--- config.mk ---
export PLATFORM = sky130hd
export DESIGN_NAME = fetch_stage
export DESIGN_NICKNAME = d
export VERILOG_FILES = /design/src/rtl/fetch_pkg.sv /design/src/rtl/fetch_stage.sv
export SDC_FILE = /design/constraint.sdc
export NUM_CORES = 1
export LEC_CHECK = 0
export CAP_MARGIN = 0
export CORE_ASPECT_RATIO = 0.7
export CORE_MARGIN = 2
export CORE_UTILIZATION = 31
export DETAILED_ROUTE_END_ITERATION = 12
export DONT_BUFFER_PORTS = 1
export PLACE_DENSITY = 0.49
export SKIP_CTS_REPAIR_TIMING = 1
export SYNTH_ARGS = -nofsm -noshare
export SYNTH_HDL_FRONTEND = slang
export SYNTH_SLANG_ARGS = --single-unit
export TNS_END_PERCENT = 1
--- constraint.sdc ---
create_clock -name clk -period 2 [get_ports clk]
set_input_delay 0.2 -clock clk [delete_from_list [all_inputs] [get_ports clk]]
set_output_delay 0.2 -clock clk [all_outputs]
set_load 0.02 [all_outputs]
--- src/rtl/fetch_pkg.sv ---
`default_nettype none

package fetch_pkg;

    // ======================================================================
    // widths with a meaning
    // ======================================================================

    // instruction memory word, or a full 32-bit instruction
    typedef logic [31:0] word_t;

    // one 16-bit instruction parcel
    typedef logic [15:0] half_t;

    // byte address, bit 0 always zero
    typedef logic [31:0] pc_t;

    // wishbone byte offset inside the csr window
    typedef logic [3:0] wb_addr_t;

    // ======================================================================
    // constants
    // ======================================================================

    // addi x0, x0, 0
    localparam word_t INSTR_NOP = 32'h0000_0013;

    // csr register map
    localparam wb_addr_t CSR_CTRL      = 4'h0;
    localparam wb_addr_t CSR_BOOT_PC   = 4'h4;
    localparam wb_addr_t CSR_IMEM_ADDR = 4'h8;
    localparam wb_addr_t CSR_IMEM_DATA = 4'hC;

    // fetch stage FSM
    typedef enum logic [1:0] {
        FS_IDLE  = 2'd0,
        FS_START = 2'd1,
        FS_RUN   = 2'd2
    } fetch_state_e;

endpackage

`default_nettype wire
--- src/rtl/fetch_stage.sv ---
`timescale 1ns/1ps
`default_nettype none

module fetch_stage (
    input  logic                 clk,
    input  logic                 reset_i,
    // levels from the csr block
    input  logic                 run_i,
    input  fetch_pkg::pc_t       boot_pc_i,
    // buffer side
    input  logic [2:0]           count_i,
    input  fetch_pkg::half_t     head0_i,
    input  fetch_pkg::half_t     head1_i,
    output logic [1:0]           drain_o,
    output logic                 restart_o,
    output fetch_pkg::pc_t       restart_pc_o,
    // decode side
    input  logic                 redirect_i,
    input  fetch_pkg::pc_t       redirect_pc_i,
    input  logic                 accept_i,
    output fetch_pkg::word_t     instr_o,
    output fetch_pkg::pc_t       instr_pc_o,
    output logic                 instr_valid_o
);

    fetch_pkg::fetch_state_e state_q;
    fetch_pkg::fetch_state_e state_d;
    fetch_pkg::pc_t          pc_q;
    fetch_pkg::pc_t          pc_d;

    logic                    is_wide;
    logic [1:0]              need;
    logic                    avail;
    logic                    valid;
    fetch_pkg::word_t        instr_raw;

    // ======================================================================
    // alignment
    // ======================================================================

    // low bits 11 mean a 32-bit instruction and anything else is compressed
    assign is_wide = (head0_i[1:0] == 2'b11);
    assign need    = is_wide ? 2'd2 : 2'd1;
    // wide needs two parcels and compressed needs one
    assign avail   = (count_i >= 3'd2) | ((count_i != 3'd0) & ~is_wide);

    // compressed parcel zero extended
    assign instr_raw = is_wide ? {head1_i, head0_i} : {16'h0000, head0_i};

    // ======================================================================
    // state machine
    // ======================================================================

    always_comb begin
        state_d      = state_q;
        pc_d         = pc_q;
        restart_o    = 1'b0;
        restart_pc_o = pc_q;
        drain_o      = 2'd0;
        valid        = 1'b0;
        case (state_q)
            fetch_pkg::FS_IDLE: begin
                if (run_i) begin
                    state_d = fetch_pkg::FS_START;
                end
            end
            fetch_pkg::FS_START: begin
                // point buffer at the boot address
                restart_o    = 1'b1;
                restart_pc_o = {boot_pc_i[31:1], 1'b0};
                pc_d         = {boot_pc_i[31:1], 1'b0};
                state_d      = fetch_pkg::FS_RUN;
            end
            fetch_pkg::FS_RUN: begin
                if (!run_i) begin
                    // stop, flush and park
                    restart_o = 1'b1;
                    state_d   = fetch_pkg::FS_IDLE;
                end else if (redirect_i) begin
                    // redirect wins over accept
                    restart_o    = 1'b1;
                    restart_pc_o = {redirect_pc_i[31:1], 1'b0};
                    pc_d         = {redirect_pc_i[31:1], 1'b0};
                end else begin
                    valid = avail;
                    if (avail && accept_i) begin
                        drain_o = need;
                        pc_d    = pc_q + (is_wide ? 32'd4 : 32'd2);
                    end
                end
            end
            default: begin
                state_d = fetch_pkg::FS_IDLE;
            end
        endcase
    end

    always_ff @(posedge clk) begin
        if (reset_i) begin
            state_q <= fetch_pkg::FS_IDLE;
            pc_q    <= '0;
        end else begin
            state_q <= state_d;
            pc_q    <= pc_d;
        end
    end

    // nop whenever nothing valid is presented
    assign instr_o       = valid ? instr_raw : fetch_pkg::INSTR_NOP;
    assign instr_pc_o    = pc_q;
    assign instr_valid_o = valid;

endmodule

`default_nettype wire

==> run summary <==
Slew HR = 62.6%
Largest net degree at the start of global routing = 42
Max-capacitance violation count = 0
Synth Flop Type = dfxtp_1
WP data arrival = 1770 ps
Overflow after GRT = 0
WL/cell = 22.3 um
Ys async rst share = 0%
Seq pwr share = 21.3%
Required time worst endpoint = 1800 ps
Layout cells sized above 1 = 28.9%
Pwr Density = 853 nW/um^2
Kind of start point of the critical path = flip-flop
P_sw = 1860 uW
DR vias = 4,587
I/O pin total = 204
Leak = 0.00184 uW
Max Slew Vio Count = 0
Yosys warning total = 0
Register bit total from synthesis = 33
Overall Power = 4080 uW
Crit path kind = flip-flop to output port
Total Routing Usage GR = 24.8%
R2R Path Start = instr_pc_o[1]$_SDFFE_PP0P_
Worst R2R Setup Slack = 30 ps
Most used cell, CP = buf_4
Status = completed
Critical R2R Capture = instr_pc_o[5]$_SDFFE_PP0P_
Minimum clock period = 1970 ps
Fmax = 507 MHz
Synth Instances = 527
Comb pwr share = 57.9%
Post-Synth Simple-Gate Area = 30.9%
Slew @ Worst Pin = 556 ps
Setup_tns = 0 ps
ANT cells = 0
Setup slack after layout = 27.1 ps
Largest family of logic cells by synthesized area = compound AO/OA/AOI/OAI gates
Area post-placement = 4290 um^2
Number of global-route vias before repair = 4,449
Drt pass-1 iters = 5
Initial antenna violation count = 0
Routed Antenna Nets = 0
RSZ-0062 raised after global routing = true
CP cell instances = inv_4 > ha_4 > buf_4 > buf_12 > a21boi_4 > buf_6 > a31oi_1 > buf_4
FF-to-FF path depth = 8
Setup crit end kind = output port
Detail Placement HPWL = 11,900 um
GPL Wtd Cong = 0.899
HP Start = reset_i
Number of library cell types mapped by synthesis = 62
Sw frac = 45.7%
CP max stage delay = 360 ps
First-pass GRT wire length = 24,300 um
Initial Util = 32.2%
Num rows = 32
Mux contribution to synthesized area = 0.559%
Clock sink total = 33
Tcrit/Tclk final = 98.6%
Seq/Total Area, Yosys = 18.5%
Worst hold stages = 1
Chip width = 132 um
Worst Hold End = instr_pc_o[20]$_SDFFE_PP0P_
Number of CTS-inserted buffers = 5
Worst-Skew Late Latency = 290 ps
Clk pwr share = 20.8%
Synthesized area = 3580 um^2
Starting DRC count in detailed routing = 341
Post-synthesis adder-cell area fraction = 2.10%
Die H = 93.9 um
Avg Inst Size Synth = 6.79 um^2
Via density = 6.22
CTS max path bufs = 2
Synth Area in XOR/XNOR = 1.22%
Critical-path top delay cell = dfxtp_4
Place WS = -73.4 ps
Final setup vio count = 0
Final Net Count = 694
Core footprint = 11,100 um^2
CP max FO = 13
Die ar. = 12,400 um^2
Fin. Hold Viols = 0
Reg clk slew, reported paths = 60 ps
Int Pwr = 2210 uW
Post-synth EDFFs = 0
Layout area overhead = 33.4%
Synth Area in Compound Gates = 39.4%
Final WL = 16,500 um
HP Class = input port to flip-flop
Clock H-tree levels = 2
Maximum VDD drop = 429 uV
Worst clock skew = 4.33 ps
Filler cells = 1,151
DRC = 0
Port-buffer cells = 0
Design Area, Final = 4780 um^2
Root buffer cell = clkbuf_16
CTS tree = done
worst max path at each step:
stage                          startpoint                           to  cells after the start
2_1_floorplan     state_q[0]$_SDFFE_PP0P_                  instr_o[10]                      7
3_3_place_gp                   head0_i[1]  instr_pc_o[26]$_SDFFE_PP0P_                      8
3_5_place_dp                   head0_i[1]   instr_pc_o[5]$_SDFFE_PP0P_                     10
4_1_cts           state_q[0]$_SDFFE_PP0P_             restart_pc_o[25]                      7
5_1_grt        instr_pc_o[1]$_SDFFE_PP0P_  instr_pc_o[22]$_SDFFE_PP0P_                      9
6_report          state_q[0]$_SDFFE_PP0P_             restart_pc_o[20]                      8
cell usage after synthesis (3+ instances only):
library cell | instances | area share, %
a211oi_1 | 7 | 1.5
nor2b_1 | 7 | 1.2
and2_1 | 31 | 5.4
o21ai_0 | 30 | 4.2
a31o_1 | 3 | 0.73
a22o_1 | 40 | 9.8
nand4_1 | 10 | 1.7
a21o_1 | 3 | 0.63
nand2b_1 | 8 | 1.4
a21oi_1 | 43 | 6.0
o311ai_0 | 4 | 0.98
ha_1 | 6 | 2.1
dfxtp_1 | 33 | 18
buf_4 | 3 | 0.63
buf_1 | 3 | 0.31
clkbuf_1 | 36 | 3.8
nand2_1 | 63 | 6.6
nor2_1 | 39 | 4.1
and3_1 | 9 | 1.6
nor3_2 | 3 | 0.84
o211ai_1 | 3 | 0.63
nand3_1 | 15 | 2.1
xnor2_1 | 5 | 1.2
a41oi_1 | 6 | 1.5
nor4_2 | 4 | 1.4
a31oi_1 | 26 | 4.5
buf_2 | 8 | 1.1
inv_1 | 13 | 1.4
or3_1 | 4 | 0.70
nor4_1 | 7 | 1.2
nor3_1 | 10 | 1.4
kinds of logic (layout without fill, tap and decap cells):
family          count (synthesis)  in the layout
compound gates                201            201
fa+ha+maj                       6              6
flops                          33             33
xor+xnor                        5              5
simple gates                  215            215
mux                             2              2
buf+inv                        64            121
other cells                     1              2
cell type report:
class,instances,area [um^2],area share [%]
Multi-Input combinational cell,431,2850,59.7
Tap cell,153,191,4.01
Sequential cell,33,666,13.9
Timing Repair Buffer,99,852,17.8
Clock inverter,1,5.00,0.105
Clock buffer,7,153,3.20
Inverter,14,57.6,1.20
worst max-delay path, delay by kind of cell, from the launching register on:
family / cells / cell delay (ps)
adder cells (fa/ha/maj): 1 / 180
flip-flops: 1 / 360
AO/OA/AOI/OAI: 2 / 280
buffers and inverters: 5 / 670
metrics by stage:
step / utilization, % / hold WS [ps] / cells
global route: 42.9 / 31.0 / 738
floorplan: - / 359 / 528
global placement: 38.6 / 276 / 721
detailed placement: 38.6 / 279 / 721
finish: 42.9 / 35.3 / 738
CTS: 40.0 / -23.4 / 729
state kept, by name, indices dropped and copies added (netlist names):
register / cells
state_q: 2
instr_pc_o: 31
power by group through the flow:
stage	sequential [uW]	clock, uW	combinational, uW
after floorplan	1050	0	1180
after global placement	872	0	2050
after detailed placement	873	0	2090
after CTS	860	851	2100
after global routing	884	881	2500
final	870	846	2360
layer usage:
metal	vias to the layer above	global-route usage [%]	wire length [um]
li1	2094	-	-
met1	2258	33.9	7490
met2	215	38.9	7200
met3	20	6.58	1570
met4	0	6.09	227
met5	-	0	0
cells in the final DEF (no fill, tap or decap), types with 4 or more instances in the layout:
master | Yosys | layout
a22o_4 | 0 | 7
a22o_2 | 0 | 10
o21ai_0 | 30 | 24
a22o_1 | 40 | 23
nor3_1 | 10 | 10
a31oi_1 | 26 | 23
dfxtp_1 | 33 | 31
clkbuf_16 | 0 | 5
nand3_1 | 15 | 15
buf_12 | 0 | 6
nor4_2 | 4 | 4
inv_1 | 13 | 10
a211oi_1 | 7 | 7
and3_1 | 9 | 7
nand2_1 | 63 | 62
nor2b_1 | 7 | 7
buf_4 | 3 | 83
a41oi_1 | 6 | 6
buf_6 | 0 | 7
a21oi_1 | 43 | 42
nand4_1 | 10 | 10
and2_1 | 31 | 21
and2_2 | 0 | 10
o21ai_1 | 1 | 6
nand2b_1 | 8 | 8
xnor2_1 | 5 | 5
nor2_1 | 39 | 38
nor4_1 | 7 | 7
(Power assumes the default switching activity.)
