===== config.mk =====
export PLATFORM = sky130hd
export DESIGN_NAME = fetch_buffer
export DESIGN_NICKNAME = d
export VERILOG_FILES = /design/src/rtl/fetch_pkg.sv /design/src/rtl/fetch_buffer.sv
export SDC_FILE = /design/constraint.sdc
export NUM_CORES = 1
export LEC_CHECK = 0
export BUFFER_PORTS_ARGS = -buffer_cell sky130_fd_sc_hd__buf_2
export CAP_MARGIN = 5
export CORE_ASPECT_RATIO = 0.7
export CORE_MARGIN = 2
export CORE_UTILIZATION = 29
export CTS_CLUSTER_DIAMETER = 50
export CTS_CLUSTER_SIZE = 28
export DETAILED_ROUTE_END_ITERATION = 8
export PLACE_DENSITY_LB_ADDON = 0.12
export SLEW_MARGIN = 10
export SYNTH_ARGS = -nofsm -noshare
export SYNTH_HDL_FRONTEND = slang
export SYNTH_SLANG_ARGS = --single-unit
export TNS_END_PERCENT = 20

===== constraint.sdc =====
create_clock -name clk -period 6.4 [get_ports clk]
set_input_delay 0 -clock clk [delete_from_list [all_inputs] [get_ports clk]]
set_output_delay 0 -clock clk [all_outputs]
set_load 0.02 [all_outputs]

===== src/rtl/fetch_pkg.sv =====
`default_nettype none

package fetch_pkg;

    // ======================================================================
    // widths with a meaning
    // ======================================================================

    // instruction memory word, or a full 32-bit instruction
    typedef logic [31:0] word_t;

    // one 16-bit instruction parcel
    typedef logic [15:0] half_t;

    // byte address, bit 0 always zero
    typedef logic [31:0] pc_t;

    // wishbone byte offset inside the csr window
    typedef logic [3:0] wb_addr_t;

    // ======================================================================
    // constants
    // ======================================================================

    // addi x0, x0, 0
    localparam word_t INSTR_NOP = 32'h0000_0013;

    // csr register map
    localparam wb_addr_t CSR_CTRL      = 4'h0;
    localparam wb_addr_t CSR_BOOT_PC   = 4'h4;
    localparam wb_addr_t CSR_IMEM_ADDR = 4'h8;
    localparam wb_addr_t CSR_IMEM_DATA = 4'hC;

    // fetch stage FSM
    typedef enum logic [1:0] {
        FS_IDLE  = 2'd0,
        FS_START = 2'd1,
        FS_RUN   = 2'd2
    } fetch_state_e;

endpackage

`default_nettype wire

===== src/rtl/fetch_buffer.sv =====
`timescale 1ns/1ps
`default_nettype none

module fetch_buffer #(
    parameter int IMEM_AW = 8
) (
    input  logic                clk,
    input  logic                reset_i,
    // restart from the fetch stage
    input  logic                restart_i,
    input  fetch_pkg::pc_t      restart_pc_i,
    // drain side
    input  logic [1:0]          drain_i,
    output logic [2:0]          count_o,
    output fetch_pkg::half_t    head0_o,
    output fetch_pkg::half_t    head1_o,
    // imem read port
    output logic                rd_en_o,
    output logic [IMEM_AW-1:0]  rd_addr_o,
    input  fetch_pkg::word_t    rd_data_i
);

    localparam int QN = 5;

    // parcel storage
    fetch_pkg::half_t    q_mem [QN];

    logic [2:0]          rd_ptr_q;
    logic [2:0]          count_q;
    logic [IMEM_AW-1:0]  fetch_addr_q;
    logic                inflight_q;
    logic                active_q;
    logic                drop_low_q;

    logic [3:0]          committed;
    logic                rd_fire;
    logic                push_en;
    logic [2:0]          push_n;
    logic [2:0]          wr_ptr;
    fetch_pkg::half_t    push0;
    fetch_pkg::half_t    push1;

    // pointer add modulo five
    function automatic logic [2:0] wrap5(
        input logic [2:0] base,
        input logic [2:0] off
    );
        logic [3:0] s;
        s = {1'b0, base} + {1'b0, off};
        if (s >= 4'd5) begin
            s = s - 4'd5;
        end
        return s[2:0];
    endfunction

    // ======================================================================
    // read issue
    // ======================================================================

    // parcels held plus two for a word still on its way
    assign committed = {1'b0, count_q} + (inflight_q ? 4'd2 : 4'd0);

    // at least two free slots left, nothing issued in a restart cycle
    assign rd_fire = active_q & ~restart_i & (committed <= 4'd3);

    assign rd_en_o   = rd_fire;
    assign rd_addr_o = fetch_addr_q;

    // ======================================================================
    // push of a returning word
    // ======================================================================

    // a word landing in a restart cycle is stale, dropped
    assign push_en = inflight_q & ~restart_i;

    // odd restart target skips the low parcel of first word
    assign push_n = !push_en   ? 3'd0 :
                    drop_low_q ? 3'd1 : 3'd2;
    assign push0  = drop_low_q ? rd_data_i[31:16] : rd_data_i[15:0];
    assign push1  = rd_data_i[31:16];

    // tail slot, behind the parcels still held
    assign wr_ptr = wrap5(rd_ptr_q, count_q);

    always_ff @(posedge clk) begin
        if (push_n != 3'd0) begin
            q_mem[wr_ptr] <= push0;
        end
        if (push_n == 3'd2) begin
            q_mem[wrap5(wr_ptr, 3'd1)] <= push1;
        end
    end

    // ======================================================================
    // pointers, count, fetch address
    // ======================================================================

    always_ff @(posedge clk) begin
        if (reset_i) begin
            rd_ptr_q     <= '0;
            count_q      <= '0;
            fetch_addr_q <= '0;
            inflight_q   <= 1'b0;
            active_q     <= 1'b0;
            drop_low_q   <= 1'b0;
        end else begin
            inflight_q <= rd_fire;
            if (restart_i) begin
                // flush queue, refetch from word holding the target
                active_q     <= 1'b1;
                rd_ptr_q     <= '0;
                count_q      <= '0;
                fetch_addr_q <= restart_pc_i[IMEM_AW+1:2];
                drop_low_q   <= restart_pc_i[1];
            end else begin
                // push and drain may overlap
                rd_ptr_q <= wrap5(rd_ptr_q, {1'b0, drain_i});
                count_q  <= count_q + push_n - {1'b0, drain_i};
                if (rd_fire) begin
                    fetch_addr_q <= fetch_addr_q + 1'b1;
                end
                if (push_en) begin
                    drop_low_q <= 1'b0;
                end
            end
        end
    end

    // two oldest parcels
    assign count_o = count_q;
    assign head0_o = q_mem[rd_ptr_q];
    assign head1_o = q_mem[wrap5(rd_ptr_q, 3'd1)];

endmodule

`default_nettype wire


==> impl_metrics.py <==
metrics = {
    "power": {
        "intPower_mw": 1.25,
        "power.leakage_nw": 2.96,
        "sw_frac_of_total": 0.305,
        "clkPwrFrac": 0.309,
        "combPwrFrac": 0.291,
        "power.density_mw_per_mm2": 226,
        "seq_power_share": 0.400,
        "vdd_drop_max_mv": 0.0973,
        "net-switching-power_mw": 0.546,
    },
    "grt": {
        "use_met2": 0.265,
        "overflow": 0,
        "busiest_layer": "met2",
        "grtUsageMet1": 0.229,
        "grt_pass1_vias": 4540,
        "grt_pass1_wl_um": 27500,
        "use_met3": 0.0324,
        "grt_max_degree": 24,
        "grtUsageTotal": 0.164,
        "antenna_found_initial": 0,
    },
    "setup_path": {
        "worstSetupPathType": "flop to flop",
        "path_buf_inv": 3,
        "crit_path_max_incr_delay_ns": 0.66,
        "crit_fanout": 17,
        "cp.arrival_ns": 6.15,
        "crit_chain": "ha_1 -> fa_1 -> inv_1 -> ha_2 -> nor2b_1 -> o22ai_2 -> mux2_4 -> inv_2 -> ha_1 -> a21boi_0 -> mux2_4 -> a2111oi_4 -> nor3_1 -> or4_4 -> a21oi_4 -> mux2_2 -> dlygate4sd3_1",
        "required_ns": 6.51,
        "cpMaxStageDelayCell": "a21oi_4",
        "cp-end-kind": "flop",
        "crit_family": "adder cells",
        "critPathLaunchType": "flop",
    },
    "timing": {
        "max_clock_freq_mhz": 165,
        "hold_violations": 0,
        "slew_headroom": 0.423,
        "finalSetupTns_ns": 0,
        "fin_crit_sh": 0.944,
        "skew_ns": 0.00572,
        "rsz0062_at_grt": "no",
        "worstMarginPinSlew_ns": 0.865,
        "fin_crit_ns": 6.04,
        "drv_slew": 0,
        "setup_slack_ns": 0.355,
        "setup_viol": 0,
    },
    "layout": {
        "multiInputGateArea_mm2": 0.00335,
        "fill_cells": 2052,
        "num_antenna_cells": 0,
        "regArea_mm2": 0.00274,
        "final_layout_size_suffix_gt1_frac": 0.472,
        "syn2layout_area_growth_pct": 27.5,
        "nets": 699,
    },
    "floorplan": {
        "start_util": 0.298,
        "die_area_mm2": 0.0227,
        "die-height_um": 127,
        "placeableCoreArea_mm2": 0.0209,
        "rows": 44,
        "io_pins": 113,
        "die_w_um": 179,
    },
    "yosys": {
        "synthTopCellsByArea": "edfxtp_1 39%, mux2_2 19%, mux4_2 12%, dfxtp_1 5.5%, ha_1 3.2%",
        "synth_edf_count": 80,
        "synth_seq_cells": 97,
        "yosysMostFrequentCell": "mux2_2",
        "synth.net_count": 550,
        "syn_area_per_cell_um2": 13.5,
        "synth_cells": 461,
        "yosysTopAreaCell": "edfxtp_1",
        "ys_seq_area_frac": 0.440,
        "mappedNetlistArea_mm2": 0.00623,
        "yosysWarnings": 0,
        "ys.flop_type": "edfxtp_1",
        "synthTopCellsByCount": "107 x mux2_2, 80 x edfxtp_1, 32 x mux4_2",
        "synthArstFlopShare": 0,
        "ys_types": 51,
        "synth.top_cell.area_share": 0.386,
    },
    "placed_design": {
        "io_buffers": 89,
        "place_hpwl_um": 11600,
        "dpl_worst_slack_ns": 0.693,
        "place.gp.congestion": 0.752,
    },
    "clock_tree": {
        "cts_tree": "done",
        "clk_latency_ns": 0.36,
        "cts_made_buffers": 9,
        "clock_path_buffers": 2,
        "htree_levels": 3,
        "clock_tree.root_cell": "clkbuf_16",
        "cts_num_sinks": 97,
        "path_clk_slew_ns": 0.07,
    },
    "routing": {
        "detail-route-antenna-nets": 0,
        "wirelength_um": 17900,
        "post_drt_wl_per_cell_um": 20.1,
        "drt_iter0_markers": 177,
        "firstDrtPassIters": 4,
        "vias_per_cell": 5.01,
        "drt_drc_violations_left": 0,
        "vias": 4464,
    },
    "run": {
        "cap_violations": 0,
    },
    "status": {
        "status": "completed",
    },
    "min_path": {
        "hp-class": "primary input to flop",
    },
}
==> path summary, 6_finish.rpt <==
| kind | cells after the start | slack, ns | endpoint | startpoint |
|---|---|---|---|---|
| worst max-delay path | 17 | 0.36 | q_mem[1][6] | count_o[0] |
| worst min-delay path | 2 | 0.02 | q_mem[1][11] | rd_data_i[27] |
| worst max register to register | 17 | 0.36 | q_mem[1][6] | count_o[0] |
| worst min register to register | 2 | 0.47 | active_q | active_q |
==> metal layers <==
layer  routed length [um]  part of all wire
met5                    0                 0
met2                 8580              0.48
met4                  146            0.0081
met3                  629             0.035
met1                 8570              0.48
==> state kept, by name (all words and copies together) (netlist names) <==
signal	cells
q_mem	80
inflight_q	1
count_o	3
rd_addr_o	8
active_q	1
drop_low_q	1
rd_ptr_q	3
==> kinds of logic (layout without fill, tap and decap cells) <==
kind of cell    Yosys count  count (layout)  share of synthesized area
fa+ha+maj                20              20                     0.0450
buf+inv                  43             197                     0.0299
mux                     153             153                      0.334
simple gates             86              86                     0.0711
xor+xnor                 16              16                     0.0237
compound gates           46              46                     0.0556
flops                    97              97                      0.440
==> final cells by class <==
type,instances,area share
Multi-Input combinational cell,321,0.422
Timing Repair Buffer,163,0.143
Clock buffer,10,0.0288
Clock inverter,6,0.00835
Sequential cell,97,0.345
Tap cell,276,0.0435
Inverter,18,0.00851
==> worst register-to-register path, cell delays in order (launching register included) <==
cell	delay, ns
dfxtp_1	0.38
ha_1	0.24
fa_1	0.46
inv_1	0.10
ha_2	0.35
nor2b_1	0.25
o22ai_2	0.12
mux2_4	0.40
inv_2	0.11
ha_1	0.25
a21boi_0	0.13
mux2_4	0.28
a2111oi_4	0.36
nor3_1	0.14
or4_4	0.59
a21oi_4	0.66
mux2_2	0.42
dlygate4sd3_1	0.55
==> cell usage in the layout (no fill, tap or decap), types with 9 or more instances in the layout <==
master and count:
nand2_1 12, nor2_1 27, dlygate4sd3_1 50, a21oi_1 14, mux4_2 32, dfxtp_1 17, inv_1 17, ha_1 14
buf_2 89, mux2_2 107, edfxtp_1 80, buf_4 23, clkbuf_16 9
==> power groups by stage <==
stage | Sequential, mW | Combinational [mW] | Clock [mW]
global placement | 0.731 | 0.483 | 0
floorplan | 0.733 | 0.343 | 0
CTS | 0.718 | 0.519 | 0.574
detailed placement | 0.732 | 0.488 | 0
finish | 0.718 | 0.522 | 0.554
global route | 0.719 | 0.568 | 0.595
==> stage by stage <==
step / instance area [um^2] / total power [mW] / instances / util / hold slack (ns)
6_report: 7940 / 1.79 / 891 / 0.379 / 0.0188
5_1_grt: 7940 / 1.88 / 891 / 0.379 / 0.0171
4_1_cts: 7870 / 1.81 / 884 / 0.376 / 0.000833
3_5_place_dp: 7070 / 1.22 / 818 / 0.338 / 0.247
3_3_place_gp: 7070 / 1.21 / 818 / 0.338 / 0.231
2_1_floorplan: 6230 / 1.08 / 461 / - / 0.0716
==> what timing repair did <==
action,4_1_cts,5_1_grt
endpoints found under the hold margin,51,0
setup endpoints to repair,0,6
resized for setup,0,2
buffers inserted,0,7
hold buffers,50,0
No activity file was read; power rests on OpenSTA's default activity.
