$ cat config.mk
export PLATFORM = sky130hd
export DESIGN_NAME = fetch_csr
export DESIGN_NICKNAME = d
export VERILOG_FILES = /design/src/rtl/fetch_pkg.sv /design/src/rtl/fetch_csr.sv
export SDC_FILE = /design/constraint.sdc
export NUM_CORES = 1
export LEC_CHECK = 0
export ABC_AREA = 1
export BUFFER_PORTS_ARGS = -buffer_cell sky130_fd_sc_hd__buf_2
export CORE_MARGIN = 2
export CORE_UTILIZATION = 45
export DETAILED_ROUTE_END_ITERATION = 12
export PLACE_DENSITY = 0.74
export SYNTH_ARGS = -nofsm -noshare
export SYNTH_HDL_FRONTEND = slang
export SYNTH_SLANG_ARGS = --single-unit
export TNS_END_PERCENT = 1
$ cat constraint.sdc
create_clock -name clk -period 2.95 [get_ports clk]
set_clock_uncertainty 0.1 [all_clocks]
set_input_delay 0.295 -clock clk [delete_from_list [all_inputs] [get_ports clk]]
set_output_delay 0.295 -clock clk [all_outputs]
set_load 0.005 [all_outputs]
$ cat src/rtl/fetch_pkg.sv
`default_nettype none

package fetch_pkg;

    // ======================================================================
    // widths with a meaning
    // ======================================================================

    // instruction memory word, or a full 32-bit instruction
    typedef logic [31:0] word_t;

    // one 16-bit instruction parcel
    typedef logic [15:0] half_t;

    // byte address, bit 0 always zero
    typedef logic [31:0] pc_t;

    // wishbone byte offset inside the csr window
    typedef logic [3:0] wb_addr_t;

    // ======================================================================
    // constants
    // ======================================================================

    // addi x0, x0, 0
    localparam word_t INSTR_NOP = 32'h0000_0013;

    // csr register map
    localparam wb_addr_t CSR_CTRL      = 4'h0;
    localparam wb_addr_t CSR_BOOT_PC   = 4'h4;
    localparam wb_addr_t CSR_IMEM_ADDR = 4'h8;
    localparam wb_addr_t CSR_IMEM_DATA = 4'hC;

    // fetch stage FSM
    typedef enum logic [1:0] {
        FS_IDLE  = 2'd0,
        FS_START = 2'd1,
        FS_RUN   = 2'd2
    } fetch_state_e;

endpackage

`default_nettype wire
$ cat src/rtl/fetch_csr.sv
`timescale 1ns/1ps
`default_nettype none

module fetch_csr #(
    parameter int IMEM_AW = 8
) (
    input  logic                 clk,
    input  logic                 reset_i,
    // wishbone classic slave
    input  logic                 wb_cyc_i,
    input  logic                 wb_stb_i,
    input  logic                 wb_we_i,
    input  fetch_pkg::wb_addr_t  wb_adr_i,
    input  fetch_pkg::word_t     wb_dat_i,
    input  logic [3:0]           wb_sel_i,
    output fetch_pkg::word_t     wb_dat_o,
    output logic                 wb_ack_o,
    // levels to the fetch stage
    output logic                 run_o,
    output fetch_pkg::pc_t       boot_pc_o,
    // imem load port
    output logic                 imem_we_o,
    output logic [IMEM_AW-1:0]   imem_waddr_o,
    output fetch_pkg::word_t     imem_wdata_o
);

    logic                 req;
    logic                 ack_q;
    logic                 run_q;
    fetch_pkg::pc_t       boot_pc_q;
    logic [IMEM_AW-1:0]   imem_addr_q;
    logic                 imem_we_q;
    logic [IMEM_AW-1:0]   imem_waddr_q;
    fetch_pkg::word_t     imem_wdata_q;
    fetch_pkg::word_t     dat_q;
    fetch_pkg::word_t     ctrl_rd;
    fetch_pkg::word_t     addr_rd;
    fetch_pkg::word_t     rd_mux;
    fetch_pkg::word_t     ctrl_new;
    fetch_pkg::word_t     boot_new;
    fetch_pkg::word_t     addr_new;

    // merge the selected bytes of a write into the old value
    function automatic fetch_pkg::word_t merge_bytes(
        input fetch_pkg::word_t old_v,
        input fetch_pkg::word_t new_v,
        input logic [3:0]       sel
    );
        fetch_pkg::word_t res;
        res = old_v;
        for (int i = 0; i < 4; i++) begin
            if (sel[i]) begin
                res[8*i +: 8] = new_v[8*i +: 8];
            end
        end
        return res;
    endfunction

    // new request, ack low in between two accesses
    assign req = wb_cyc_i & wb_stb_i & ~ack_q;

    // register views as seen on the bus
    assign ctrl_rd = {31'd0, run_q};
    assign addr_rd = fetch_pkg::word_t'(imem_addr_q);

    assign ctrl_new = merge_bytes(ctrl_rd, wb_dat_i, wb_sel_i);
    assign boot_new = merge_bytes(boot_pc_q, wb_dat_i, wb_sel_i);
    assign addr_new = merge_bytes(addr_rd, wb_dat_i, wb_sel_i);

    always_comb begin
        case (wb_adr_i)
            fetch_pkg::CSR_CTRL:      rd_mux = ctrl_rd;
            fetch_pkg::CSR_BOOT_PC:   rd_mux = boot_pc_q;
            fetch_pkg::CSR_IMEM_ADDR: rd_mux = addr_rd;
            // data window is write only
            default:                  rd_mux = '0;
        endcase
    end

    // ======================================================================
    // control registers
    // ======================================================================

    always_ff @(posedge clk) begin
        if (reset_i) begin
            ack_q       <= 1'b0;
            run_q       <= 1'b0;
            boot_pc_q   <= '0;
            imem_addr_q <= '0;
            imem_we_q   <= 1'b0;
        end else begin
            ack_q     <= req;
            imem_we_q <= 1'b0;
            if (req && wb_we_i) begin
                case (wb_adr_i)
                    fetch_pkg::CSR_CTRL:      run_q <= ctrl_new[0];
                    // keep boot pc halfword aligned
                    fetch_pkg::CSR_BOOT_PC:   boot_pc_q <= {boot_new[31:1], 1'b0};
                    fetch_pkg::CSR_IMEM_ADDR: imem_addr_q <= addr_new[IMEM_AW-1:0];
                    fetch_pkg::CSR_IMEM_DATA: begin
                        // one memory write, then step to next word
                        imem_we_q   <= 1'b1;
                        imem_addr_q <= imem_addr_q + 1'b1;
                    end
                    default: ;
                endcase
            end
        end
    end

    // read data and memory write payload
    always_ff @(posedge clk) begin
        if (req && !wb_we_i) begin
            dat_q <= rd_mux;
        end
        if (req && wb_we_i) begin
            imem_waddr_q <= imem_addr_q;
            // full word always, byte selects ignored here
            imem_wdata_q <= wb_dat_i;
        end
    end

    assign wb_ack_o     = ack_q;
    assign wb_dat_o     = dat_q;
    assign run_o        = run_q;
    assign boot_pc_o    = boot_pc_q;
    assign imem_we_o    = imem_we_q;
    assign imem_waddr_o = imem_waddr_q;
    assign imem_wdata_o = imem_wdata_q;

endmodule

`default_nettype wire

==> impl_metrics.yaml, run 1 <==
power:
  power.internal_uw: 2980
  cellPowerDensity_nw_per_um2: 623
  vdd_drop_max_uv: 322
  seq_power_share_pct: 46.2
  swShare_pct: 20.3
  p_leak_uw: 0.00251
  pwr-share-comb_pct: 4.5
  power_switching_uw: 761
  pwr-share-clk_pct: 49.3
run:
  drv.max_cap_violation_count: 0
logic_synthesis:
  synth_fp_nets: 446
  synth.distinct_cells: 25
  synth_top_cells_by_area: "edfxtp_1 (51%), dfxtp_1 (20%), nor2_1 (9.7%)"
  netlist_instances: 400
  yosys.area.top_type_share_pct: 50.9
  synth_area_per_inst_sq_um: 10.6
  synth_seq_area_share_pct: 70.7
  yosys_register_bits: 114
  synth_top_cell_by_area: "edfxtp_1"
  synthesis.area_sq_um: 4250
  ys_warn_count: 0
sta:
  hold_slack_ns: 0.0385
  rsz0062_at_grt: "false"
  finalSetupViolCount: 0
  fin_hold_viols: 0
  tightest_slew_ns: 0.960
  min_period_over_period_pct: 72.6
  finalMaxSlewViolations: 0
  fmax_ghz: 0.467
  tns_ns: 0
  relSlewSlack_pct: 35.9
  layout_min_cycle_time_ns: 2.14
global_routing:
  grt.overflow.total: 0
  grt_use_met1_pct: 25.0
  grtUsageMet2_pct: 36.1
  via_count_of_the_first_global_routing_pass: 3366
  groute.layer.met3.usage_pct: 4.35
  top_usage_layer: "met2"
  initial_antenna_violation_count: 0
  global_route.usage.total_pct: 20.8
  largest_net_degree_at_the_start_of_global_routing: 35
  grt_pass1_wl_um: 16200
cts:
  cts_root_buffer: "clkbuf_8"
  cts_repair_resize_count: 0
  postCtsSetupRepairBufs: 0
  clkSinkCount: 114
  clkTransAtPathRegs_ns: 0.06
  cts_tree: "done"
  cts-buffers-inserted: 17
  clock_insertion_delay_worst_skew_ns: 0.49
  cts_max_path_buffers: 2
  htreeDepth: 4
min_path:
  min_path_type: "input port to flip-flop"
  hold_wc_startpoint: "wb_cyc_i"
route:
  drt_iter0_drc: 134
  drt-total-wl_um: 10600
  drtAntennaViolNets: 0
  via_density: 4.91
  drt_pre_antenna_iters: 4
  routedWlPerCell_um: 14.8
  detail_route.drc_violations: 0
  num_vias: 3534
placed_design:
  hpwlAfterDp_um: 7100
  gpl.final_weighted_congestion: 0.780
  port_buffers: 150
  dpl_cell_area_sq_um: 5120
critical_path:
  timing.critical_path.required_ns: 3.23
  worst_setup_path_start_kind: "flip-flop"
  setup.worst_path.class: "flip-flop to flip-flop"
  worst-path-max-fanout: 19
  critical_path.endpoint_type: "flip-flop"
  worst_r2r_startpoint: "wb_ack_o"
  worst-endpoint-arrival_ns: 2.43
  cp-startpoint: "wb_ack_o"
finish:
  fillers: 735
  layout.core_utilization_pct: 65.2
  fin_area_sq_um: 6000
  antenna-diode-count: 0
  area_delta_synth_final_pct: 41.1
  post_route_cells_drive_above_1_share_pct: 32.2
  final_net_count: 642
  seq_area_sq_um: 3000
  multiInputGateArea_sq_um: 1050
floorplan:
  fp.coreArea_sq_um: 9200
  dieWidth_um: 101
  fp.dieArea_sq_um: 10200
  floorplan.io_pins: 152
  placementRows: 35
  initial_utilization_pct: 46.2
  fp.dieH_um: 101
run_status:
  outcome: "complete, no violations"
[registers in the layout, indices dropped and copies added (netlist names)]
register	count
boot_pc_o	31
imem_addr_q	8
imem_waddr_o	8
imem_wdata_o	32
imem_we_o	1
run_o	1
wb_ack_o	1
wb_dat_o	32
[cells in the final DEF (no fill, tap or decap), drive strengths merged]
| cell type | instances |
|---|---|
| dlygate4sd3 | 33 |
| bufinv | 2 |
| a21oi | 7 |
| nand3 | 16 |
| edfxtp | 72 |
| o21ai | 46 |
| nor3 | 1 |
| xnor2 | 1 |
| inv | 41 |
| nand4 | 1 |
| ha | 1 |
| nor2 | 115 |
| clkinvlp | 2 |
| nor2b | 1 |
| nand2 | 45 |
| conb | 1 |
| buf | 154 |
| clkbuf | 19 |
| clkinv | 9 |
| dfxtp | 42 |
[timing repair]
| action | CTS | global route |
|---|---|---|
| endpoints found under the setup margin | 0 | 0 |
| hold endpoints to repair | 66 | 0 |
| hold buffers | 33 | 0 |
[final timing paths]
path,to,slack [ns],cells after the start
setup / recovery,imem_addr_q[4],0.81,8
hold / removal,wb_ack_o,0.04,3
setup reg to reg,imem_addr_q[4],0.81,8
hold reg to reg,run_o,0.40,2
[kinds of logic (layout without fill, tap and decap cells)]
group	Yosys count	in the layout	share of synthesized area, %
other	1	1	0.0883
buffers and inverters	51	260	4.83
AOI/OAI and AO/OA	53	53	6.24
adders and majority gates	1	1	0.294
DFF	114	114	70.7
xor gates and xnor gates	1	1	0.206
and+or+nand+nor	179	179	17.7
[cells in the mapped netlist (all sizes together)]
master    n
edfxtp   72
nor3      1
nand2    45
a21oi     7
nor2    115
conb      1
nor2b     1
inv      41
nand4     1
xnor2     1
o21ai    46
buf       4
nand3    16
clkbuf    6
dfxtp    42
ha        1
[routing by layer]
| metal | routed length [um] | up-vias | part of all wire (%) |
|---|---|---|---|
| met3 | 728 | 17 | 6.9 |
| met2 | 5430 | 161 | 51 |
| met4 | 164 | 0 | 1.5 |
| met1 | 4300 | 1649 | 40 |
| met5 | 0 | - | 0 |
| li1 | - | 1707 | - |
[area by class of cell]
| class | count | area share (%) |
|---|---|---|
| Clock buffer | 19 | 7.03 |
| Clock inverter | 13 | 2.00 |
| Inverter | 41 | 2.57 |
| Multi-Input combinational cell | 235 | 17.5 |
| Sequential cell | 114 | 50.1 |
| Tap cell | 111 | 2.32 |
| Timing Repair Buffer | 187 | 18.5 |
[critical path: stages (launching register included)]
cell and delay, ns:
dfxtp_1 0.31, inv_1 0.08, nand3_2 0.13, nor2_4 0.50, nand2_1 0.39, inv_1 0.26, nand2_1 0.07, nor2_1 0.12
nor2_1 0.06
[power groups by stage]
stage	clock network, uW	registers, uW	logic (uW)
after floorplan	0	1760	48.9
after global placement	0	1760	129
after detailed placement	0	1760	132
after CTS	1870	1730	167
after global routing	1940	1730	185
final	1840	1730	167
[through the flow]
stage | total power, uW | setup slack (ns) | std cells
3_3_place_gp | 1890 | 0.894 | 655
6_report | 3740 | 0.807 | 720
4_1_cts | 3760 | 0.816 | 720
3_5_place_dp | 1890 | 0.819 | 655
2_1_floorplan | 1810 | 0.579 | 400
5_1_grt | 3850 | 0.622 | 720
Note: power is estimated with default switching activity, not from simulation.
==> run 2: changes to the inputs <==
--- a/config.mk
+++ b/config.mk
@@ -8,9 +8,9 @@
 export ABC_AREA = 1
 export BUFFER_PORTS_ARGS = -buffer_cell sky130_fd_sc_hd__buf_2
 export CORE_MARGIN = 2
-export CORE_UTILIZATION = 45
+export CORE_UTILIZATION = 44
 export DETAILED_ROUTE_END_ITERATION = 12
-export PLACE_DENSITY = 0.74
+export PLACE_DENSITY = 0.76
 export SYNTH_ARGS = -nofsm -noshare
 export SYNTH_HDL_FRONTEND = slang
 export SYNTH_SLANG_ARGS = --single-unit
==> constraint.sdc (replaced) <==
create_clock -name clk -period 1.8 [get_ports clk]
set_clock_uncertainty 0.1 [all_clocks]
set_input_delay 0.18 -clock clk [delete_from_list [all_inputs] [get_ports clk]]
set_output_delay 0.18 -clock clk [all_outputs]
set_load 0.005 [all_outputs]
==> run 2 against run 1 <==
Effect of this change: clock power is 64% higher; wire length is 4.8% higher; final area is 3.3% higher; utilization is 1.5 points higher; power is 64% higher; register-to-register slack worse by 0.66 ns; count of clock-buffer cells in the layout is 3 higher; combinational power is 84% higher; non-clock buffer count is 12 higher; via count is 3.7% higher.
==> impl_metrics.yaml, run 2 (synthesis gave the netlist of run 1 again) <==
run_status:
  outcome: "complete, no violations"
finish:
  antenna-diode-count: 0
  final_cell_mix: "buf_2 (150), nor2_1 (109), edfxtp_1 (72), nand2_1 (43)"
  final-instance-count-excl-fill: 750
  post_route_cells_drive_above_1_share_pct: 32.9
  area_delta_synth_final_pct: 45.7
  final_net_count: 654
  fillers: 753
  layout.cells.most_common: "buf_2"
floorplan:
  dieWidth_um: 102
  fp.dieArea_sq_um: 10500
  placementRows: 35
  fp.dieH_um: 102
  floorplan.io_pins: 152
  fp.coreArea_sq_um: 9280
  initial_utilization_pct: 45.8
route:
  routedWlPerCell_um: 14.8
  drt_pre_antenna_iters: 4
  via_density: 4.89
  detail_route.drc_violations: 0
  drt-total-wl_um: 11100
  drtAntennaViolNets: 0
  drt_iter0_drc: 114
  num_vias: 3664
critical_path:
  worst-path-max-fanout: 7
  cpLargestDelayFamily: "buffers and inverters"
  worst_setup_path_start_kind: "input port"
  worst_reg2reg_path_depth: 8
  cp_num_buf_inv: 3
  crit_chain: "dlygate4sd3_1, buf_2, nor2_2, dlygate4sd3_1, nand3_1, o21ai_0, a21oi_1"
  worst-endpoint-arrival_ns: 1.94
  worst_r2r_startpoint: "wb_ack_o"
  timing.critical_path.required_ns: 2.08
  crit-reg2reg-capture: "boot_pc_o[25]"
  cp_slowest_stage_delay_ns: 0.60
  setup.worst_path.class: "input port to flip-flop"
  crit_slowest_cell: "dlygate4sd3_1"
  critical_path.endpoint_type: "flip-flop"
  critPathMostFrequentCell: "dlygate4sd3_1"
  reg2reg_setup_slack_ns: 0.15
min_path:
  min_path_type: "input port to flip-flop"
  hold_wc_startpoint: "wb_sel_i[2]"
  min_delay_worst_endpoint: "boot_pc_o[19]"
  cells_on_worst_hold_path: 4
sta:
  rsz0062_at_grt: "false"
  finalMaxSlewViolations: 0
  fmax_ghz: 0.602
  fin_hold_viols: 0
  tightest_slew_ns: 0.557
  min_period_over_period_pct: 92.3
  relSlewSlack_pct: 62.8
  worst_slack_ns: 0.138
  hold_slack_ns: 0.0291
  finalSetupViolCount: 0
  tns_ns: 0
  layout_min_cycle_time_ns: 1.66
cts:
  clkSinkCount: 114
  cts_tree: "done"
  cts_root_buffer: "clkbuf_8"
  htreeDepth: 4
  clock_insertion_delay_worst_skew_ns: 0.50
  clkTransAtPathRegs_ns: 0.06
  cts-buffers-inserted: 17
  cts_max_path_buffers: 2
  postCtsSetupRepairBufs: 0
global_routing:
  grt.overflow.total: 0
  global_route.usage.total_pct: 21.8
  via_count_of_the_first_global_routing_pass: 3578
  grt_pass1_wl_um: 17300
  initial_antenna_violation_count: 0
  largest_net_degree_at_the_start_of_global_routing: 35
placed_design:
  dp_worst_setup_slack_ns: 0.0767
  hpwlAfterDp_um: 7250
  port_buffers: 150
  gpl.final_weighted_congestion: 0.810
  placed_cells_incl_taps: 676
power:
  cellPowerDensity_nw_per_um2: 992
  p_leak_uw: 0.00257
  vdd_drop_max_uv: 548
run:
  drv.max_cap_violation_count: 0
## run 2: metal layers
layer / track usage, % / part of all wire, %
met1: 25.9 / 40
met2: 37.7 / 51
met3: 5.75 / 7.3
met4: 9.23 / 1.3
met5: 0 / 0
## run 2: layout make-up
| type | instances | area, sq um | share of cell area [%] |
|---|---|---|---|
| Clock buffer | 22 | 453 | 7.31 |
| Clock inverter | 10 | 86.3 | 1.39 |
| Inverter | 41 | 159 | 2.57 |
| Multi-Input combinational cell | 235 | 1070 | 17.3 |
| Sequential cell | 114 | 3000 | 48.5 |
| Tap cell | 129 | 161 | 2.61 |
| Timing Repair Buffer | 199 | 1260 | 20.4 |
## run 2: worst reg2reg max path: cells and delay by family (launching register included)
kind | cells | cell delay [ns]
and+or+nand+nor | 5 | 0.76
DFF | 1 | 0.31
buffers and inverters | 2 | 0.29
AOI/OAI and AO/OA | 1 | 0.13
## run 2: report_power, final
group          internal [uW]  switching (uW)  leakage (uW)
clock network           1890            1120      0.000261
logic                    150             158       0.00127
registers               2810            13.6       0.00103
## run 2: worst max path at each step
stage,startpoint,to,cells after the start
2_1_floorplan,wb_ack_o,boot_pc_o[10],6
3_3_place_gp,wb_ack_o,boot_pc_o[31],8
3_5_place_dp,wb_ack_o,boot_pc_o[26],8
4_1_cts,wb_ack_o,boot_pc_o[25],8
5_1_grt,wb_ack_o,boot_pc_o[26],8
6_report,wb_adr_i[0],run_o,7
## run 2: timing repair
item	4_1_cts	5_1_grt
endpoints found under the setup margin	0	23
endpoints found under the hold margin	78	0
gates resized for setup	0	5
hold buffers	42	0
## run 2: stage by stage
| step | area [sq um] | power, uW | utilization, % |
|---|---|---|---|
| 6_report | 6190 | 6140 | 66.7 |
| 5_1_grt | 6190 | 6360 | 66.7 |
| 4_1_cts | 6180 | 6180 | 66.5 |
| 3_5_place_dp | 5220 | 3110 | 56.2 |
| 3_3_place_gp | 5220 | 3110 | 56.2 |
| 2_1_floorplan | 4270 | 2970 | - |
